`src/common/mem_geom_pkg.sv`:
```
// Lane count, data width, lane mask and word types, SRAM read latency
`default_nettype none

package mem_geom_pkg;

    // Byte lanes per word
    // Byte, halfword and word accesses span one, two and four of them
    localparam int LANES = 4;

    // Width of one data word
    localparam int DATA_W = LANES * 8;

    // Write enable mask with one bit per byte lane
    typedef logic [LANES-1:0] lane_mask_t;

    // Data word on the SRAM, store and load paths
    typedef logic [DATA_W-1:0] word_t;

    // Cycles from the SRAM input registers to its read data.
    // Two register stages plus the registered array read.
    localparam int SRAM_LATENCY = 3;

endpackage : mem_geom_pkg

`default_nettype wire

```
`src/common/access_pkg.sv`:
```
// Access size enum and byte offset type
`default_nettype none

package access_pkg;

    // Size of a load or store
    // Encoding 2'b11 is unused and treated as illegal by the encoder
    typedef enum logic [1:0] {
        size_byte = 2'b00,
        size_half = 2'b01,
        size_word = 2'b10
    } access_size_e;

    // Byte position inside a word from the low address bits
    typedef logic [1:0] byte_off_t;

endpackage : access_pkg

`default_nettype wire

```
`src/design/load_align.sv`:
```
// Output side load tag delay line, lane extraction and zero or sign extension
`timescale 1ns/1ps
`default_nettype none

module load_align (
    input  logic                      clk,
    input  logic                      rst_n,
    input  logic                      rd_issue,
    input  access_pkg::byte_off_t     rd_off,
    input  access_pkg::access_size_e  rd_size,
    input  logic                      rd_sign,
    input  mem_geom_pkg::word_t       dout,
    output mem_geom_pkg::word_t       rdata,
    output logic                      rvalid
);
    import mem_geom_pkg::*;
    import access_pkg::*;

    localparam int LAST = SRAM_LATENCY - 1;

    // Tag delay line matched to the SRAM latency
    logic         tag_vld  [SRAM_LATENCY];
    byte_off_t    tag_off  [SRAM_LATENCY];
    access_size_e tag_size [SRAM_LATENCY];
    logic         tag_sign [SRAM_LATENCY];

    word_t        shifted;
    word_t        aligned;

    // Tag valid shift register
    always_ff @(posedge clk or negedge rst_n) begin
        if (!rst_n) begin
            for (int k = 0; k < SRAM_LATENCY; k++) begin
                tag_vld[k] <= 1'b0;
            end
        end else begin
            tag_vld[0] <= rd_issue;
            for (int k = 1; k < SRAM_LATENCY; k++) begin
                tag_vld[k] <= tag_vld[k-1];
            end
        end
    end

    always_ff @(posedge clk) begin
        tag_off[0]  <= rd_off;
        tag_size[0] <= rd_size;
        tag_sign[0] <= rd_sign;
        for (int k = 1; k < SRAM_LATENCY; k++) begin
            tag_off[k]  <= tag_off[k-1];
            tag_size[k] <= tag_size[k-1];
            tag_sign[k] <= tag_sign[k-1];
        end
    end

    // Bring the addressed lane down to bit 0
    assign shifted = dout >> {tag_off[LAST], 3'b000};

    always_comb begin
        case (tag_size[LAST])
            size_byte: begin
                if (tag_sign[LAST]) begin
                    aligned = {{(DATA_W-8){shifted[7]}}, shifted[7:0]};
                end else begin
                    aligned = {{(DATA_W-8){1'b0}}, shifted[7:0]};
                end
            end
            size_half: begin
                if (tag_sign[LAST]) begin
                    aligned = {{(DATA_W-16){shifted[15]}}, shifted[15:0]};
                end else begin
                    aligned = {{(DATA_W-16){1'b0}}, shifted[15:0]};
                end
            end
            default: aligned = shifted;
        endcase
    end

    // Result register holds its value between loads
    always_ff @(posedge clk or negedge rst_n) begin
        if (!rst_n) begin
            rdata  <= '0;
            rvalid <= 1'b0;
        end else begin
            rvalid <= tag_vld[LAST];
            if (tag_vld[LAST]) begin
                rdata <= aligned;
            end
        end
    end

    // Only aligned loads leave the delay line
    a_tag_aligned: assert property (@(posedge clk) disable iff (!rst_n)
        tag_vld[LAST] |-> ((tag_size[LAST] == size_byte)
            || (tag_size[LAST] == size_half && !tag_off[LAST][0])
            || (tag_size[LAST] == size_word && tag_off[LAST] == 2'd0)));

endmodule : load_align

`default_nettype wire

```
`config.mk`:
```
export PLATFORM = sky130hd
export DESIGN_NAME = load_align
export DESIGN_NICKNAME = d
export VERILOG_FILES = /design/src/common/mem_geom_pkg.sv /design/src/common/access_pkg.sv /design/src/design/load_align.sv
export SDC_FILE = /design/constraint.sdc
export NUM_CORES = 1
export LEC_CHECK = 0
export ABC_CLOCK_PERIOD_IN_PS = 2000
export BUFFER_PORTS_ARGS = -buffer_cell sky130_fd_sc_hd__buf_2
export CAP_MARGIN = 0
export CORE_MARGIN = 5
export CORE_UTILIZATION = 50
export CTS_CLUSTER_SIZE = 16
export DETAILED_ROUTE_END_ITERATION = 7
export HOLD_SLACK_MARGIN = 0.12
export PLACE_DENSITY = 0.9
export SLEW_MARGIN = 25
export SYNTH_ARGS = -nofsm -noshare
export SYNTH_HDL_FRONTEND = slang
export SYNTH_SLANG_ARGS = --single-unit
```
`constraint.sdc`:
```
create_clock -name clk -period 2 [get_ports clk]
set_input_delay 0.4 -clock clk [delete_from_list [all_inputs] [get_ports clk]]
set_output_delay 0.4 -clock clk [all_outputs]
set_load 0.05 [all_outputs]
```
==> summary.md <==
| Metric | Value |
|---|---|
| Outcome | `completed` |
| # DRC | `0` |
| Switching pwr | `0.000866 W` |
| Biggest area contributors in the synthesized netlist | `dfrtp_1 (40%), dfxtp_1 (13%), mux2_2 (12%), a22oi_1 (5.7%), mux2i_1 (4.5%)` |
| Worst-case reg-to-reg path depth | `3` |
| Detail-routed via count per cell | `5.61` |
| Max Cap Violations | `0` |
| Hold Path Class | `primary input to async pin` |
| Mean post-synth cell area | `12.3 µm²` |
| Vias after detailed routing | `1710` |
| Yosys synthesis warning count | `0` |
| Core Region | `4350 µm²` |
| Clk buf depth | `2` |
| H-tree depth reported by CTS | `2` |
| Cell Chain, Critical Path | `buf_4, mux4_2, o21ai_0` |
| Leakage power figure | `1.27 nW` |
| Switching Share | `0.356` |
| Clock period minus worst slack | `1.57 ns` |
| Starting density of the core | `0.514` |
| Share of synthesized area occupied by flip-flops and latches | `0.536` |
| Clock tree sinks | `51` |
| Main combinational cell family by area after synthesis | `multiplexers` |
| Number of global-route vias before repair | `1825` |
| Final sum of negative setup slack | `0 ns` |
| Diode insertion count for antenna repair | `0` |
| Number of buffer cells added on primary ports | `72` |
| Power density over cell area | `907 nW/µm²` |
| Number of violations reported at the end of detailed-routing iteration 0 | `90` |
| Avg WL per Cell | `17.5 µm` |
| Int Power | `0.00156 W` |
| Rows | `24` |
| Highest achievable clock rate | `0.638 GHz` |
| Hold Buf Count CTS | `0` |
| Share of synthesized flip-flops with an asynchronous set or reset | `0.706` |
| Unrepaired setup endpoints after global routing | `no` |
| Worst max-slew margin expressed relative to the limit | `0.469` |
| Vertical die dimension | `76.9 µm` |
| Fraction of synthesized cell area in xor and xnor cells | `0` |
| Required time worst endpoint | `2.22 ns` |
| Total setup violations reported at the end of the flow | `0` |
| Number of buffers inserted during clock tree synthesis | `5` |
| Critical Path Source Type | `register` |
| Hold Violations, Final | `0` |
| Delay of the slowest cell on the worst path | `0.70 ns` |
| Synthesized flop and latch total | `51` |
| Endpoint kind of the worst setup timing path | `register` |
| Global placer's final weighted congestion | `0.828` |
| Slowest-stage cell, CP | `mux4_2` |
| Critical setup path kind | `register to register` |
| Top-level port count | `73` |
| DIE AREA | `5920 µm²` |
| Yosys cell types | `30` |
| Total nets after synthesis | `222` |
| Simple-gate share of the synthesized area | `0.0503` |
| Combinational share of power | `0.263` |
| Remaining global-route overflow | `0` |
| Critical-path maximum fanout | `16` |
| Synth Area in Compound Gates | `0.172` |
| Total wire length | `5.34 mm` |
| GRT Total Usage | `0.189` |
| Clock latency reported for the late side of the worst-skew pair | `0.31 ns` |
| Cell chosen for the clock root | `clkbuf_8` |
| Pins over their slew limit | `0` |
| Gate Count Post-Synth | `182` |
| Relative contribution of the clock network to total power | `0.257` |
| Area growth from synthesis to layout | `19.6%` |
| Number of enable flip-flop cells after synthesis | `0` |
| Proportion of power drawn by flip-flops and latches | `0.481` |
| Dominant register cell in the synthesized netlist | `dfrtp_1` |
| Cell area reported after detailed placement | `2580 µm²` |
| Cell type contributing the most total cell area after synthesis | `dfrtp_1` |
| Top-area cell type share of the netlist area | `0.402` |
| Clock edge transition at the registers on the reported setup and hold paths | `0.10 ns` |
| Post CTS Setup Buffer Count | `0` |
| Post-CTS resize count | `0` |
| Most common cell in the netlist | `dfrtp_1` |
| Post-synthesis adder-cell area fraction | `0` |
| Design area | `2680 µm²` |
| Count of nets left with antenna violations after detail routing | `0` |
| TritonCTS clock tree | `built` |
| Number of nets in the finished design | `292` |
| Share of post-route cells with drive strength above 1 | `0.455` |
| Largest net degree at the start of global routing | `46` |
| Max VDD drop | `0.552 mV` |
| Total standard cell area after synthesis | `2240 µm²` |
| Post-route clock skew | `0.00588 ns` |
| Number of fill cells in the layout | `359` |
| Portion of netlist area occupied by mux cells | `0.185` |
| Number of iterations in the first detailed-routing pass | `4` |
| Most frequent cells after synthesis | `dfrtp_1 (36), mux2_2 (24), a22oi_1 (17), dfxtp_1 (15), nand2_1 (15)` |
| Total power draw | `0.00243 W` |
| Wire length of the first global-routing pass | `9.10 mm` |
| Signal arrival time at the worst endpoint | `1.79 ns` |
| Portion of the clock cycle consumed by the worst path in the final layout | `0.784` |
| Die X-Extent | `76.9 µm` |
| Antenna violations before repair | `0` |
| Half-perimeter wire length of the detailed placement result | `3.96 mm` |
| Worst-Margin Slew | `0.797 ns` |
## critical path: cells and delay by family (launching register included)
family / cells / cell delay, ns
mux: 1 / 0.70
buf+inv: 1 / 0.23
compound gates: 1 / 0.22
flops: 1 / 0.32
## sequential cells by signal, summed over array words and instances (netlist names)
signal / cells
rdata: 32
rvalid: 1
tag_off: 6
tag_sign: 3
tag_size: 6
tag_vld: 3
## final cells by class
cell class,count,area [µm²],area share
multi-input cells,115,912,0.340
well taps,52,65.1,0.0243
flip-flops and latches,51,1200,0.448
clock inverters,3,26.3,0.00981
repair buffers,77,398,0.149
inverters,2,7.51,0.00280
clock buffers,5,68.8,0.0257
## stage by stage
| stage | utilization | instances | worst slack [ns] | hold slack, ns |
|---|---|---|---|---|
| 3_5_place_dp | 0.593 | 297 | 0.310 | 0.312 |
| 4_1_cts | 0.615 | 305 | 0.428 | 0.178 |
| 2_1_floorplan | - | 182 | 0.505 | 0.104 |
| 6_report | 0.615 | 305 | 0.432 | 0.170 |
| 3_3_place_gp | 0.593 | 297 | 0.369 | 0.310 |
| 5_1_grt | 0.615 | 305 | 0.317 | 0.168 |
## routing by layer
metal / share of wire / GRT usage / vias to the layer above
met1: 0.43 / 0.236 / 833
li1: - / - / 818
met4: 0.017 / 0.0682 / 0
met3: 0.072 / 0.0621 / 9
met2: 0.48 / 0.305 / 50
met5: 0 / 0 / -
## cells in the final DEF (no fill, tap or decap), drive strengths merged
cell | Yosys | final
a21boi | 1 | 1
a221oi | 7 | 7
a22oi | 17 | 17
and3b | 1 | 1
buf | 7 | 77
clkbuf | 6 | 5
clkinv | 0 | 1
dfrtp | 36 | 36
dfxtp | 15 | 15
inv | 2 | 4
mux2 | 24 | 24
mux2i | 10 | 10
mux4 | 2 | 2
nand2 | 15 | 15
nand2b | 1 | 1
nand3b | 1 | 1
nand4 | 1 | 1
nor2 | 1 | 1
nor2b | 1 | 1
nor4bb | 1 | 1
o211ai | 1 | 1
o21ai | 24 | 24
o31ai | 7 | 7
## cell families (layout without fill, tap and decap cells)
logic type | after synthesis | after routing
and+or+nand+nor | 22 | 22
buffers and inverters | 16 | 87
muxes | 36 | 36
AOI/OAI and AO/OA | 57 | 57
DFF | 51 | 51
## final timing paths
kind	slack (ns)	start	endpoint
max	0.43	tag_off[0][5]	rdata[26]
min	0.17	rst_n	rdata[6]
max reg2reg	0.43	tag_off[0][5]	rdata[26]
min reg2reg	0.33	tag_size[0][3]	tag_size[0][5]
max in group asynchronous	1.33	rst_n	rdata[27]
min in group clk	0.18	rd_sign	tag_sign[0][0]
## power groups by stage
stage | logic [W] | clock network (W) | registers [W]
after floorplan | 0.000200 | 0 | 0.00145
after global placement | 0.000632 | 0 | 0.00118
after detailed placement | 0.000639 | 0 | 0.00119
after CTS | 0.000642 | 0.000631 | 0.00117
after global routing | 0.000683 | 0.000674 | 0.00118
final | 0.000638 | 0.000624 | 0.00117
Note: power is estimated with default switching activity, not from simulation.
