File: src/common/mem_geom_pkg.sv
// Lane count, data width, lane mask and word types, SRAM read latency
`default_nettype none

package mem_geom_pkg;

    // Byte lanes per word
    // Byte, halfword and word accesses span one, two and four of them
    localparam int LANES = 4;

    // Width of one data word
    localparam int DATA_W = LANES * 8;

    // Write enable mask with one bit per byte lane
    typedef logic [LANES-1:0] lane_mask_t;

    // Data word on the SRAM, store and load paths
    typedef logic [DATA_W-1:0] word_t;

    // Cycles from the SRAM input registers to its read data.
    // Two register stages plus the registered array read.
    localparam int SRAM_LATENCY = 3;

endpackage : mem_geom_pkg

`default_nettype wire

File: src/common/access_pkg.sv
// Access size enum and byte offset type
`default_nettype none

package access_pkg;

    // Size of a load or store
    // Encoding 2'b11 is unused and treated as illegal by the encoder
    typedef enum logic [1:0] {
        size_byte = 2'b00,
        size_half = 2'b01,
        size_word = 2'b10
    } access_size_e;

    // Byte position inside a word from the low address bits
    typedef logic [1:0] byte_off_t;

endpackage : access_pkg

`default_nettype wire

File: src/design/lane_encoder.sv
// Input side alignment check, byte lane mask, store data placement and load tag
`timescale 1ns/1ps
`default_nettype none

module lane_encoder #(
    parameter int ADDR_W = 8
) (
    input  logic                      clk,
    input  logic                      rst_n,
    input  logic                      req,
    input  logic                      wr,
    input  access_pkg::access_size_e  size,
    input  logic                      sign_ext,
    input  logic [ADDR_W+1:0]         addr,
    input  mem_geom_pkg::word_t       wdata,
    output logic                      cs,
    output mem_geom_pkg::lane_mask_t  we,
    output logic [ADDR_W-1:0]         word_addr,
    output mem_geom_pkg::word_t       lane_din,
    output logic                      rd_issue,
    output access_pkg::byte_off_t     rd_off,
    output access_pkg::access_size_e  rd_size,
    output logic                      rd_sign,
    output logic                      err
);
    import mem_geom_pkg::*;
    import access_pkg::*;

    byte_off_t  off;
    lane_mask_t mask;
    logic       misalign;
    logic       accept;

    assign off    = addr[1:0];
    assign accept = req && !misalign;

    // Lane mask and alignment rule from size and offset
    always_comb begin
        misalign = 1'b0;
        mask     = '0;
        case (size)
            size_byte: mask = 4'b0001 << off;
            size_half: begin
                misalign = off[0];
                mask     = 4'b0011 << off;
            end
            size_word: begin
                misalign = (off != 2'd0);
                mask     = 4'b1111;
            end
            default: misalign = 1'b1;
        endcase
    end

    // Strobes to the SRAM and the load aligner
    always_ff @(posedge clk or negedge rst_n) begin
        if (!rst_n) begin
            cs       <= 1'b0;
            we       <= '0;
            rd_issue <= 1'b0;
            err      <= 1'b0;
        end else begin
            cs       <= accept;
            we       <= (accept && wr) ? mask : '0;
            rd_issue <= accept && !wr;
            err      <= req && misalign;
        end
    end

    // Request payload with the store value moved up into its lanes
    always_ff @(posedge clk) begin
        if (accept) begin
            word_addr <= addr[ADDR_W+1:2];
            lane_din  <= wdata << {off, 3'b000};
            rd_off    <= off;
            rd_size   <= size;
            rd_sign   <= sign_ext;
        end
    end

    // Each accepted store writes as many lanes as its size covers
    a_store_lanes: assert property (@(posedge clk) disable iff (!rst_n)
        (accept && wr) |=> ($countones(we) == (1 << $past(size))));

endmodule : lane_encoder

`default_nettype wire

File: config.mk
export PLATFORM = sky130hd
export DESIGN_NAME = lane_encoder
export DESIGN_NICKNAME = d
export VERILOG_FILES = /design/src/common/mem_geom_pkg.sv /design/src/common/access_pkg.sv /design/src/design/lane_encoder.sv
export SDC_FILE = /design/constraint.sdc
export NUM_CORES = 1
export LEC_CHECK = 0
export ABC_AREA = 1
export BUFFER_PORTS_ARGS = -buffer_cell sky130_fd_sc_hd__buf_4
export CORE_AREA = 2 2 76 78
export DETAILED_ROUTE_END_ITERATION = 8
export DIE_AREA = 0 0 78 80
export GPL_ROUTABILITY_DRIVEN = 0
export PLACE_DENSITY = 0.7
export SKIP_CTS_REPAIR_TIMING = 1
export SLEW_MARGIN = 20
export SYNTH_ARGS = -nofsm -noshare
export SYNTH_HDL_FRONTEND = slang
export SYNTH_SLANG_ARGS = --single-unit
File: constraint.sdc
create_clock -name clk -period 0.8 [get_ports clk]
set_clock_uncertainty 0.2 [all_clocks]
set_input_delay 0.16 -clock clk [delete_from_list [all_inputs] [get_ports clk]]
set_output_delay 0.16 -clock clk [all_outputs]
set_load 0.02 [all_outputs]
==> PnR_summary.wiki, run 1 <==
{| class="wikitable"
! Metric !! Value
|-
| Status || finished, violations left
|-
| Violations in the final reports || negative hold slack, negative setup slack
|-
| Starting Density || 0.394
|-
| Area used by multi-input combinational logic || between 700 and 800 um^2
|-
| Count of H-tree levels built during CTS || 2
|-
| Count of buffers from port buffering || 100
|-
| Final hold violation count || 29
|-
| First-pass GRT wire length || 7.89 mm
|-
| P per Cell Area || between 1500 and 2000 mW/mm^2
|-
| Startpoint type of the worst setup path || flip-flop
|-
| Fin crit share || 1.54
|-
| Final max-slew violation count || 0
|-
| Num CTS Buffers || 5
|-
| Total gr overflow || 0
|-
| Minimum setup slack in the final design || -434 ps
|-
| Placed wire-length estimate after detailed placement || 3.84 mm
|-
| Leading post-synthesis cells by cell area || sky130_fd_sc_hd__edfxtp_1 (63%), sky130_fd_sc_hd__dfrtp_1 (8.2%), sky130_fd_sc_hd__nand2_1 (6.3%)
|-
| Largest net degree at the start of global routing || 33
|-
| Vias post-DR || ~1,800
|-
| Final min period || around 1200 ps
|-
| Final core utilization || 0.724
|-
| Warning count from the yosys run || 0
|-
| CP cell instances || buf_6
|-
| Data arrival time of the worst path || ~870 ps
|-
| Initial drt markers || 66
|-
| Antenna Nets Post-Route || 0
|-
| Gate count of the mapped netlist || between 150 and 200
|-
| Final Routed Wirelength || around 5.7 mm
|-
| Final net count || around 360
|-
| Fillers || 371
|-
| DR vias/cell || ~4.8
|-
| Top fanout value on the critical path || 1
|-
| Top-level port count || approximately 100
|-
| Length of the first detailed-routing pass in iterations || 4
|-
| Fraction of synthesized cell area taken by the top area cell type || 0.634
|-
| Count of final setup violators || 123
|-
| Via count of the first global-routing pass || 1,700
|-
| Std-Cell Core Area || about 0.0054 mm^2
|-
| Std-Cell Rows || 27
|-
| Slew at the pin closest to its max-slew limit || 209 ps
|-
| Register area share after synthesis || 0.716
|-
| Netlist area before placement || approximately 0.0021 mm^2
|-
| Post-synthesis to final-layout area growth || 83.7%
|-
| Horizontal die dimension || 78 um
|-
| Worst endpoint required time || ~440 ps
|-
| Static leakage || roughly 1.6 nW
|-
| Unrepaired setup endpoints after global routing || yes
|-
| Total Power || ~6.6 mW
|-
| Post-synthesis cell type with the largest combined area || sky130_fd_sc_hd__edfxtp_1
|-
| Initial antenna violation count || 0
|-
| Crit. End Element || primary output
|-
| Overall fraction of global-route tracks in use || 0.166
|-
| Critical path start-end classification || reg2out
|-
| Antenna Cells || 0
|-
| Syn_nets || around 220
|-
| Worst Hold Class || in2reg
|-
| CTS tree || done
|-
| Remaining routing DRC violations || 0
|-
| Register clock-pin slew on the reported worst setup and hold paths || approximately 90 ps
|-
| Worst stage delay on the critical path || about 420 ps
|-
| Cell chosen for the clock root || sky130_fd_sc_hd__clkbuf_8
|-
| Hold_ws || -164 ps
|-
| Die Span Y || 80 um
|-
| Register bit count reported by yosys || 52
|-
| Buffer levels on the longest clock path || 2
|-
| Die outline area || ~0.0062 mm^2
|-
| Number of max-cap violations || 0
|-
| Worst slew margin relative to its limit || 0.861
|-
| Number of clock sinks || 52
|-
| Crit path max-delay family || flip-flops
|-
| Total area of sequential cells || 0.00153 mm^2
|-
| Cell type of the slowest stage on the worst timing path || sky130_fd_sc_hd__edfxtp_1
|-
| Critical path buffers and inverters || 1
|-
| Layout cell share with drive strength beyond 1 || 0.627
|-
| IR Drop Worst-Case VDD || roughly 0.88 mV
|-
| Netlist cell types || 20
|-
| Routed wirelength normalized by instance count || between 10 and 15 um
|-
| Maximum frequency from static timing analysis || just over 800 MHz
|-
| Syn Area/Cell || about 13 um^2
|}
==> cell families (layout without fill, tap and decap cells) <==
kind of cell,count (synthesis),count (layout),synth area share
DFF,52,52,0.716
and+or+nand+nor,64,65,0.139
buffers and inverters,18,159,0.0440
AOI/OAI and AO/OA,35,35,0.101
==> cell type report <==
class	count	area share
clock inverter	2	0.00895
multi-input combinational	100	0.183
inverter	13	0.0150
timing repair buffer	138	0.361
clock buffer	6	0.0185
sequential	52	0.390
tap	72	0.0230
==> per-layer routing <==
layer | global-route usage | wire [um] | up-vias | share of wire
li1 | - | - | 878 | -
met1 | 0.196 | 2110 | 853 | 0.37
met2 | 0.300 | 3060 | 83 | 0.54
met3 | 0.0407 | 449 | 9 | 0.079
met4 | 0.0474 | 55 | 0 | 0.0097
met5 | 0 | 0 | - | 0
==> cell usage in the layout, fill, tap and decap left out, drive strengths merged <==
| cell type | netlist | layout |
|---|---|---|
| a21oi | 1 | 1 |
| a22oi | 8 | 8 |
| buf | 5 | 135 |
| bufinv | 0 | 1 |
| clkbuf | 0 | 8 |
| clkinv | 0 | 1 |
| dfrtp | 7 | 7 |
| dlygate4sd3 | 0 | 1 |
| edfxtp | 45 | 45 |
| inv | 13 | 13 |
| nand2 | 38 | 39 |
| nand3 | 1 | 1 |
| nand4 | 1 | 1 |
| nor2 | 23 | 23 |
| nor3 | 1 | 1 |
| o211ai | 8 | 8 |
| o21ai | 18 | 18 |
==> final timing paths <==
check                                        from                      to  slack, ps  cells after the start
worst min-delay path                      addr[8]  word_addr[6]$_DFFE_PP_       -160                      1
min in group asynchronous                   rst_n         we[1]$_DFF_PN0_         30                      2
worst max-delay path       lane_din[23]$_DFFE_PP_            lane_din[23]       -430                      1
max in group asynchronous                   rst_n           err$_DFF_PN0_        260                      2
==> cells in the mapped netlist (all sizes together) <==
| master | count |
|---|---|
| nor3 | 1 |
| inv | 13 |
| nand2 | 38 |
| buf | 5 |
| dfrtp | 7 |
| nand4 | 1 |
| a21oi | 1 |
| nand3 | 1 |
| edfxtp | 45 |
| o21ai | 18 |
| o211ai | 8 |
| nor2 | 23 |
| a22oi | 8 |
==> per-stage QoR <==
| stage | worst slack [ps] | TNS [ps] | std cells | cell area, um^2 | hold WS (ps) |
|---|---|---|---|---|---|
| after floorplan | -1240 | -68170 | 169 | 2170 | -336 |
| after global placement | -672 | -51390 | 363 | 3200 | -228 |
| after detailed placement | -694 | -53060 | 363 | 3200 | -227 |
| after CTS | -445 | -43150 | 371 | 3300 | -546 |
| after global routing | -465 | -44500 | 383 | 3910 | -172 |
| final | -434 | -41010 | 383 | 3910 | -164 |
==> where the power goes <==
| group | internal (mW) | switching, mW |
|---|---|---|
| Combinational | 0.846 | 0.760 |
| Clock | 0.929 | 0.790 |
| Sequential | 3.18 | 0.0903 |
| Total | 4.95 | 1.64 |
==> state kept, by name, indices dropped and copies added (netlist names) <==
| register | cells |
|---|---|
| cs | 1 |
| err | 1 |
| lane_din | 32 |
| rd_issue | 1 |
| rd_off | 2 |
| rd_sign | 1 |
| rd_size | 2 |
| we | 4 |
| word_addr | 8 |
(Power assumes the default switching activity.)
==> inputs of run 2 (changes only) <==
==> constraint.sdc (replaced) <==
create_clock -name clk -period 0.8 [get_ports clk]
set_clock_uncertainty 0.2 [all_clocks]
set_input_delay 0.04 -clock clk [delete_from_list [all_inputs] [get_ports clk]]
set_output_delay 0.04 -clock clk [all_outputs]
set_load 0.02 [all_outputs]
==> PnR_summary.wiki, run 2 (synthesized netlist as in run 1, its figures left out) <==
{| class="wikitable"
! Metric !! Value
|-
| Final instance area || between 0.003 and 0.004 mm^2
|-
| Via count of the first global-routing pass || 1,700
|-
| Final hold violation count || 57
|-
| Total Power || around 6.6 mW
|-
| Cell type of the slowest stage on the worst timing path || sky130_fd_sc_hd__edfxtp_1
|-
| Worst slack after detailed placement || -574 ps
|-
| Crit path max-delay family || flip-flops
|-
| Initial drt markers || 81
|-
| Reg with most FFs || lane_din
|-
| CP cell instances || buf_4
|-
| Total gr overflow || 0
|-
| IR Drop Worst-Case VDD || 0.879 mV
|-
| First-pass GRT wire length || a little under 8 mm
|-
| Total cell area at the placement stage || roughly 0.0032 mm^2
|-
| Crit. End Element || primary output
|-
| Number of clock sinks || 52
|-
| Top fanout value on the critical path || 1
|-
| Vias post-DR || 1,839
|-
| Top-level port count || ~100
|-
| Count of buffers from port buffering || 100
|-
| P per Cell Area || 1700 mW/mm^2
|-
| Most common library cell in the layout ignoring fill and taps || sky130_fd_sc_hd__buf_4
|-
| Std-Cell Rows || 27
|-
| Highest-count cells in the layout ignoring fill and taps || sky130_fd_sc_hd__buf_4 (70), sky130_fd_sc_hd__buf_6 (54), sky130_fd_sc_hd__edfxtp_1 (45), sky130_fd_sc_hd__nand2_1 (26)
|-
| Violations in the final reports || negative hold slack, negative setup slack
|-
| Std-Cell Core Area || 0.00541 mm^2
|-
| Slew at the pin closest to its max-slew limit || about 260 ps
|-
| Layout cell share with drive strength beyond 1 || 0.604
|-
| Largest register FFs || 32
|-
| Minimum setup slack in the final design || -321 ps
|-
| Largest registers in the final layout || lane_din (32), word_addr (8), we (4)
|-
| Data arrival time of the worst path || about 880 ps
|-
| Final core utilization || 0.716
|-
| Largest net degree at the start of global routing || 33
|-
| Count of final setup violators || around 110
|-
| Static leakage || 1.63 nW
|-
| Critical path start-end classification || reg2out
|-
| Maximum frequency from static timing analysis || 892 MHz
|-
| Antenna Nets Post-Route || 0
|-
| Post-layout instance count excluding filler cells || 385
|-
| Startpoint type of the worst setup path || flip-flop
|-
| Remaining routing DRC violations || 0
|-
| Initial antenna violation count || 0
|-
| Die outline area || roughly 0.0062 mm^2
|-
| DR vias/cell || 4.78
|-
| Final Routed Wirelength || roughly 5.7 mm
|-
| Fin crit share || 1.40
|-
| CTS tree || done
|-
| Overall fraction of global-route tracks in use || 0.166
|-
| Routed wirelength normalized by instance count || 14.7 um
|-
| Final net count || between 300 and 400
|-
| Post-synthesis to final-layout area growth || 81.6%
|-
| Worst endpoint required time || between 500 and 600 ps
|-
| Number of max-cap violations || 0
|-
| Register clock-pin slew on the reported worst setup and hold paths || 90 ps
|-
| Cell chosen for the clock root || sky130_fd_sc_hd__clkbuf_8
|-
| Starting Density || 0.394
|-
| Worst slew margin relative to its limit || 0.822
|-
| Placed wire-length estimate after detailed placement || a little under 4 mm
|-
| Unrepaired setup endpoints after global routing || yes
|-
| Buffer levels on the longest clock path || 2
|-
| Num CTS Buffers || 5
|-
| Critical path buffers and inverters || 1
|-
| Final max-slew violation count || 0
|-
| Count of H-tree levels built during CTS || 2
|-
| Die Span Y || roughly 80 um
|-
| Worst stage delay on the critical path || roughly 410 ps
|-
| Length of the first detailed-routing pass in iterations || 4
|-
| Status || finished, violations left
|-
| Worst Hold Class || in2reg
|-
| Antenna Cells || 0
|-
| Final min period || about 1100 ps
|-
| Hold_ws || -289 ps
|-
| Inst Count DP || 363
|-
| TNS Setup || -26,830 ps
|-
| Horizontal die dimension || just under 80 um
|}
run 2: final cells by class:
| cell class | count | area [um^2] |
|---|---|---|
| fillers | 380 | 1540 |
| flip-flops and latches | 52 | 1530 |
| repair buffers | 140 | 1430 |
| multi-input cells | 100 | 652 |
| well taps | 72 | 90.1 |
| clock buffers | 6 | 72.6 |
| inverters | 13 | 58.8 |
| clock inverters | 2 | 35.0 |
run 2: final timing paths:
| path | startpoint | to | slack (ps) | cells past startpoint |
|---|---|---|---|---|
| setup / recovery | lane_din[11]$_SDFFCE_PP0P_ | lane_din[11] | -320 | 1 |
| hold / removal | addr[8] | word_addr[6]$_DFFE_PP_ | -290 | 1 |
| max in group asynchronous | rst_n | err$_DFF_PN0_ | 380 | 2 |
| min in group asynchronous | rst_n | we[1]$_DFF_PN0_ | -100 | 2 |
run 2: report_power, final:
group | switching [mW] | leakage (nW) | total, mW | internal [mW]
Sequential | 0.0908 | 0.493 | 3.27 | 3.18
Combinational | 0.735 | 1.08 | 1.57 | 0.836
Clock | 0.804 | 0.0552 | 1.73 | 0.929
Total | 1.63 | 1.63 | 6.57 | 4.94
run 2: metal layers:
layer | track usage | share of wire
met5 | 0 | 0
met2 | 0.300 | 0.55
met4 | 0.0474 | 0.0081
met1 | 0.196 | 0.38
met3 | 0.0407 | 0.062
==> inputs of run 3 (changes only) <==
--- a/config.mk
+++ b/config.mk
@@ -5,13 +5,12 @@
 export SDC_FILE = /design/constraint.sdc
 export NUM_CORES = 1
 export LEC_CHECK = 0
-export ABC_AREA = 1
 export BUFFER_PORTS_ARGS = -buffer_cell sky130_fd_sc_hd__buf_4
-export CORE_AREA = 2 2 76 78
+export CORE_AREA = 4 4 80 82
 export DETAILED_ROUTE_END_ITERATION = 8
-export DIE_AREA = 0 0 78 80
+export DIE_AREA = 0 0 84 86
 export GPL_ROUTABILITY_DRIVEN = 0
-export PLACE_DENSITY = 0.7
+export PLACE_DENSITY = 0.74
 export SKIP_CTS_REPAIR_TIMING = 1
 export SLEW_MARGIN = 20
 export SYNTH_ARGS = -nofsm -noshare
==> PnR_summary.wiki, run 3 <==
{| class="wikitable"
! Metric !! Value
|-
| Status || finished, violations left
|-
| Violations in the final reports || negative hold slack, negative setup slack
|-
| Remaining routing DRC violations || 0
|-
| Reg with most FFs || lane_din
|-
| Die Span Y || roughly 86 um
|-
| Data arrival time of the worst path || 980 ps
|-
| Critical path start-end classification || in2reg
|-
| Top fanout value on the critical path || 41
|-
| Final instance area || just under 0.004 mm^2
|-
| Initial antenna violation count || 0
|-
| Warning count from the yosys run || 0
|-
| Final min period || between 1000 and 1500 ps
|-
| Leading post-synthesis cells by cell area || sky130_fd_sc_hd__edfxtp_1 (62%), sky130_fd_sc_hd__mux2i_1 (15%), sky130_fd_sc_hd__dfrtp_1 (8.0%)
|-
| Antenna Cells || 0
|-
| First-pass GRT wire length || around 8.0 mm
|-
| Slew at the pin closest to its max-slew limit || 306 ps
|-
| Number of clock sinks || 52
|-
| Final Routed Wirelength || slightly above 6 mm
|-
| Syn Area/Cell || 16.1 um^2
|-
| Netlist cell types || 30
|-
| Fraction of synthesized cell area taken by the top area cell type || 0.615
|-
| Worst Hold Class || in2reg
|-
| Dominant cell by count in the synthesized netlist || sky130_fd_sc_hd__edfxtp_1
|-
| Netlist area before placement || 0.00220 mm^2
|-
| Dominant synthesized flop cell || sky130_fd_sc_hd__edfxtp_1
|-
| Total cell area at the placement stage || roughly 0.0032 mm^2
|-
| Register bit count reported by yosys || 52
|-
| Final net count || approximately 320
|-
| Largest register FFs || 32
|-
| Post-synth EDFFs || 45
|-
| P per Cell Area || 1770 mW/mm^2
|-
| Final hold violation count || 56
|-
| Initial drt markers || 85
|-
| Worst slack after detailed placement || -713 ps
|-
| Top-level port count || 101
|-
| Worst endpoint required time || between 500 and 600 ps
|-
| DR vias/cell || roughly 5
|-
| Count of final setup violators || 131
|-
| IR Drop Worst-Case VDD || about 1 mV
|-
| Proportion of total power due to net switching || 0.237
|-
| Crit. End Element || flip-flop
|-
| Largest registers in the final layout || lane_din (32), word_addr (8), we (4)
|-
| Total gr overflow || 0
|-
| Vias post-DR || approximately 1,700
|-
| Fin crit share || 1.49
|-
| Cell chosen for the clock root || sky130_fd_sc_hd__clkbuf_8
|-
| Number of max-cap violations || 0
|-
| Minimum setup slack in the final design || -391 ps
|-
| Syn_nets || approximately 190
|-
| Routed wirelength normalized by instance count || 17.4 um
|-
| Buffer levels on the longest clock path || 2
|-
| Most common library cell in the layout ignoring fill and taps || sky130_fd_sc_hd__buf_6
|-
| Pint || between 5 and 6 mW
|-
| Synth async-reset ratio || 0.135
|-
| Post-synthesis to final-layout area growth || 80.6%
|-
| Die outline area || ~0.0072 mm^2
|-
| Post-synthesis cell type with the largest combined area || sky130_fd_sc_hd__edfxtp_1
|-
| Static leakage || between 1.5 and 2 nW
|-
| CTS tree || done
|-
| Largest net degree at the start of global routing || 42
|-
| Unrepaired setup endpoints after global routing || yes
|-
| Std-Cell Rows || 28
|-
| Count of H-tree levels built during CTS || 2
|-
| Num CTS Buffers || 5
|-
| Final max-slew violation count || 0
|-
| TNS Setup || -37,220 ps
|-
| Part of the total power dissipated in combinational logic || 0.233
|-
| Std-Cell Core Area || 0.00575 mm^2
|-
| Length of the first detailed-routing pass in iterations || 4
|-
| Horizontal die dimension || about 84 um
|-
| Register area share after synthesis || 0.695
|-
| Placed wire-length estimate after detailed placement || ~4 mm
|-
| Highest-count cells in the layout ignoring fill and taps || sky130_fd_sc_hd__buf_6 (66), sky130_fd_sc_hd__buf_4 (60), sky130_fd_sc_hd__edfxtp_1 (45), sky130_fd_sc_hd__mux2i_1 (26)
|-
| Overall fraction of global-route tracks in use || 0.143
|-
| Fillers || ~380
|-
| Register clock-pin slew on the reported worst setup and hold paths || roughly 90 ps
|-
| Antenna Nets Post-Route || 0
|-
| Hold_ws || -289 ps
|-
| Startpoint type of the worst setup path || input pin
|-
| Sequential share of power || 0.469
|-
| Via count of the first global-routing pass || ~1,600
|-
| Worst slew margin relative to its limit || 0.795
|-
| Layout cell share with drive strength beyond 1 || 0.607
|-
| Maximum frequency from static timing analysis || 840 MHz
|-
| Count of buffers from port buffering || 100
|-
| Share of total power in the clock network || 0.297
|-
| Starting Density || 0.382
|-
| Gate count of the mapped netlist || between 100 and 150
|-
| Ranking of synthesized cells by instance count || sky130_fd_sc_hd__edfxtp_1 (45), sky130_fd_sc_hd__mux2i_1 (32), sky130_fd_sc_hd__nor2_1 (9)
|-
| Switching power || 1.66 mW
|}
## run 3: cell count changes after synthesis, sizes merged, moves of 7 or more
cell,change
o21ai,-17
inv,-13
o2bb2ai,+7
mux2i,+32
and2,+7
o211ai,-8
nor2,-14
nand2,-37
a22oi,-8
## run 3: final cells by class
type	instances	area (um^2)	area share
clock buffers	6	72.6	0.0183
clock inverters	2	60.1	0.0151
multi-input cells	76	754	0.190
flip-flops and latches	52	1530	0.385
well taps	75	93.8	0.0237
repair buffers	139	1460	0.368
## run 3: power by group through the flow
stage	combinational (mW)	sequential [mW]	clock [mW]
finish	1.63	3.29	2.09
CTS	1.25	3.25	2.12
global route	1.72	3.31	2.24
global placement	1.23	3.31	0
detailed placement	1.25	3.31	0
floorplan	0.312	3.57	0
## run 3: final timing paths
check	from	end	slack, ps	depth (start not counted)
worst max-delay path	addr[1]	lane_din[30]$_DFFE_PP_	-390	4
worst min-delay path	addr[2]	word_addr[0]$_DFFE_PP_	-290	1
max in group asynchronous	rst_n	we[3]$_DFF_PN0_	370	2
min in group asynchronous	rst_n	we[2]$_DFF_PN0_	-100	2
## run 3: worst max-delay path, cell delays in order
cell and delay, ps:
sky130_fd_sc_hd__buf_8 90, sky130_fd_sc_hd__or3_4 390, sky130_fd_sc_hd__a21boi_4 190, sky130_fd_sc_hd__buf_12 250
## run 3: through the flow
stage | utilization | instances | power (mW)
after detailed placement | 0.556 | 325 | 4.56
after floorplan | - | 136 | 3.88
after CTS | 0.579 | 333 | 6.62
after global placement | 0.556 | 325 | 4.54
after global routing | 0.690 | 350 | 7.28
final | 0.690 | 350 | 7.01
## run 3: per-layer routing
| metal | up-vias | wire length (um) | global-route usage |
|---|---|---|---|
| met5 | - | 0 | 0 |
| met4 | 0 | 102 | 0.0556 |
| met3 | 9 | 372 | 0.0509 |
| met2 | 76 | 3150 | 0.227 |
| met1 | 822 | 2480 | 0.179 |
| li1 | 797 | - | - |
## run 3: kinds of logic after synthesis
logic type	after synthesis	synth area share
buf+inv	8	0.0222
xor+xnor	1	0.00399
flops	52	0.695
simple gates	28	0.0775
compound gates	15	0.0553
mux	32	0.146
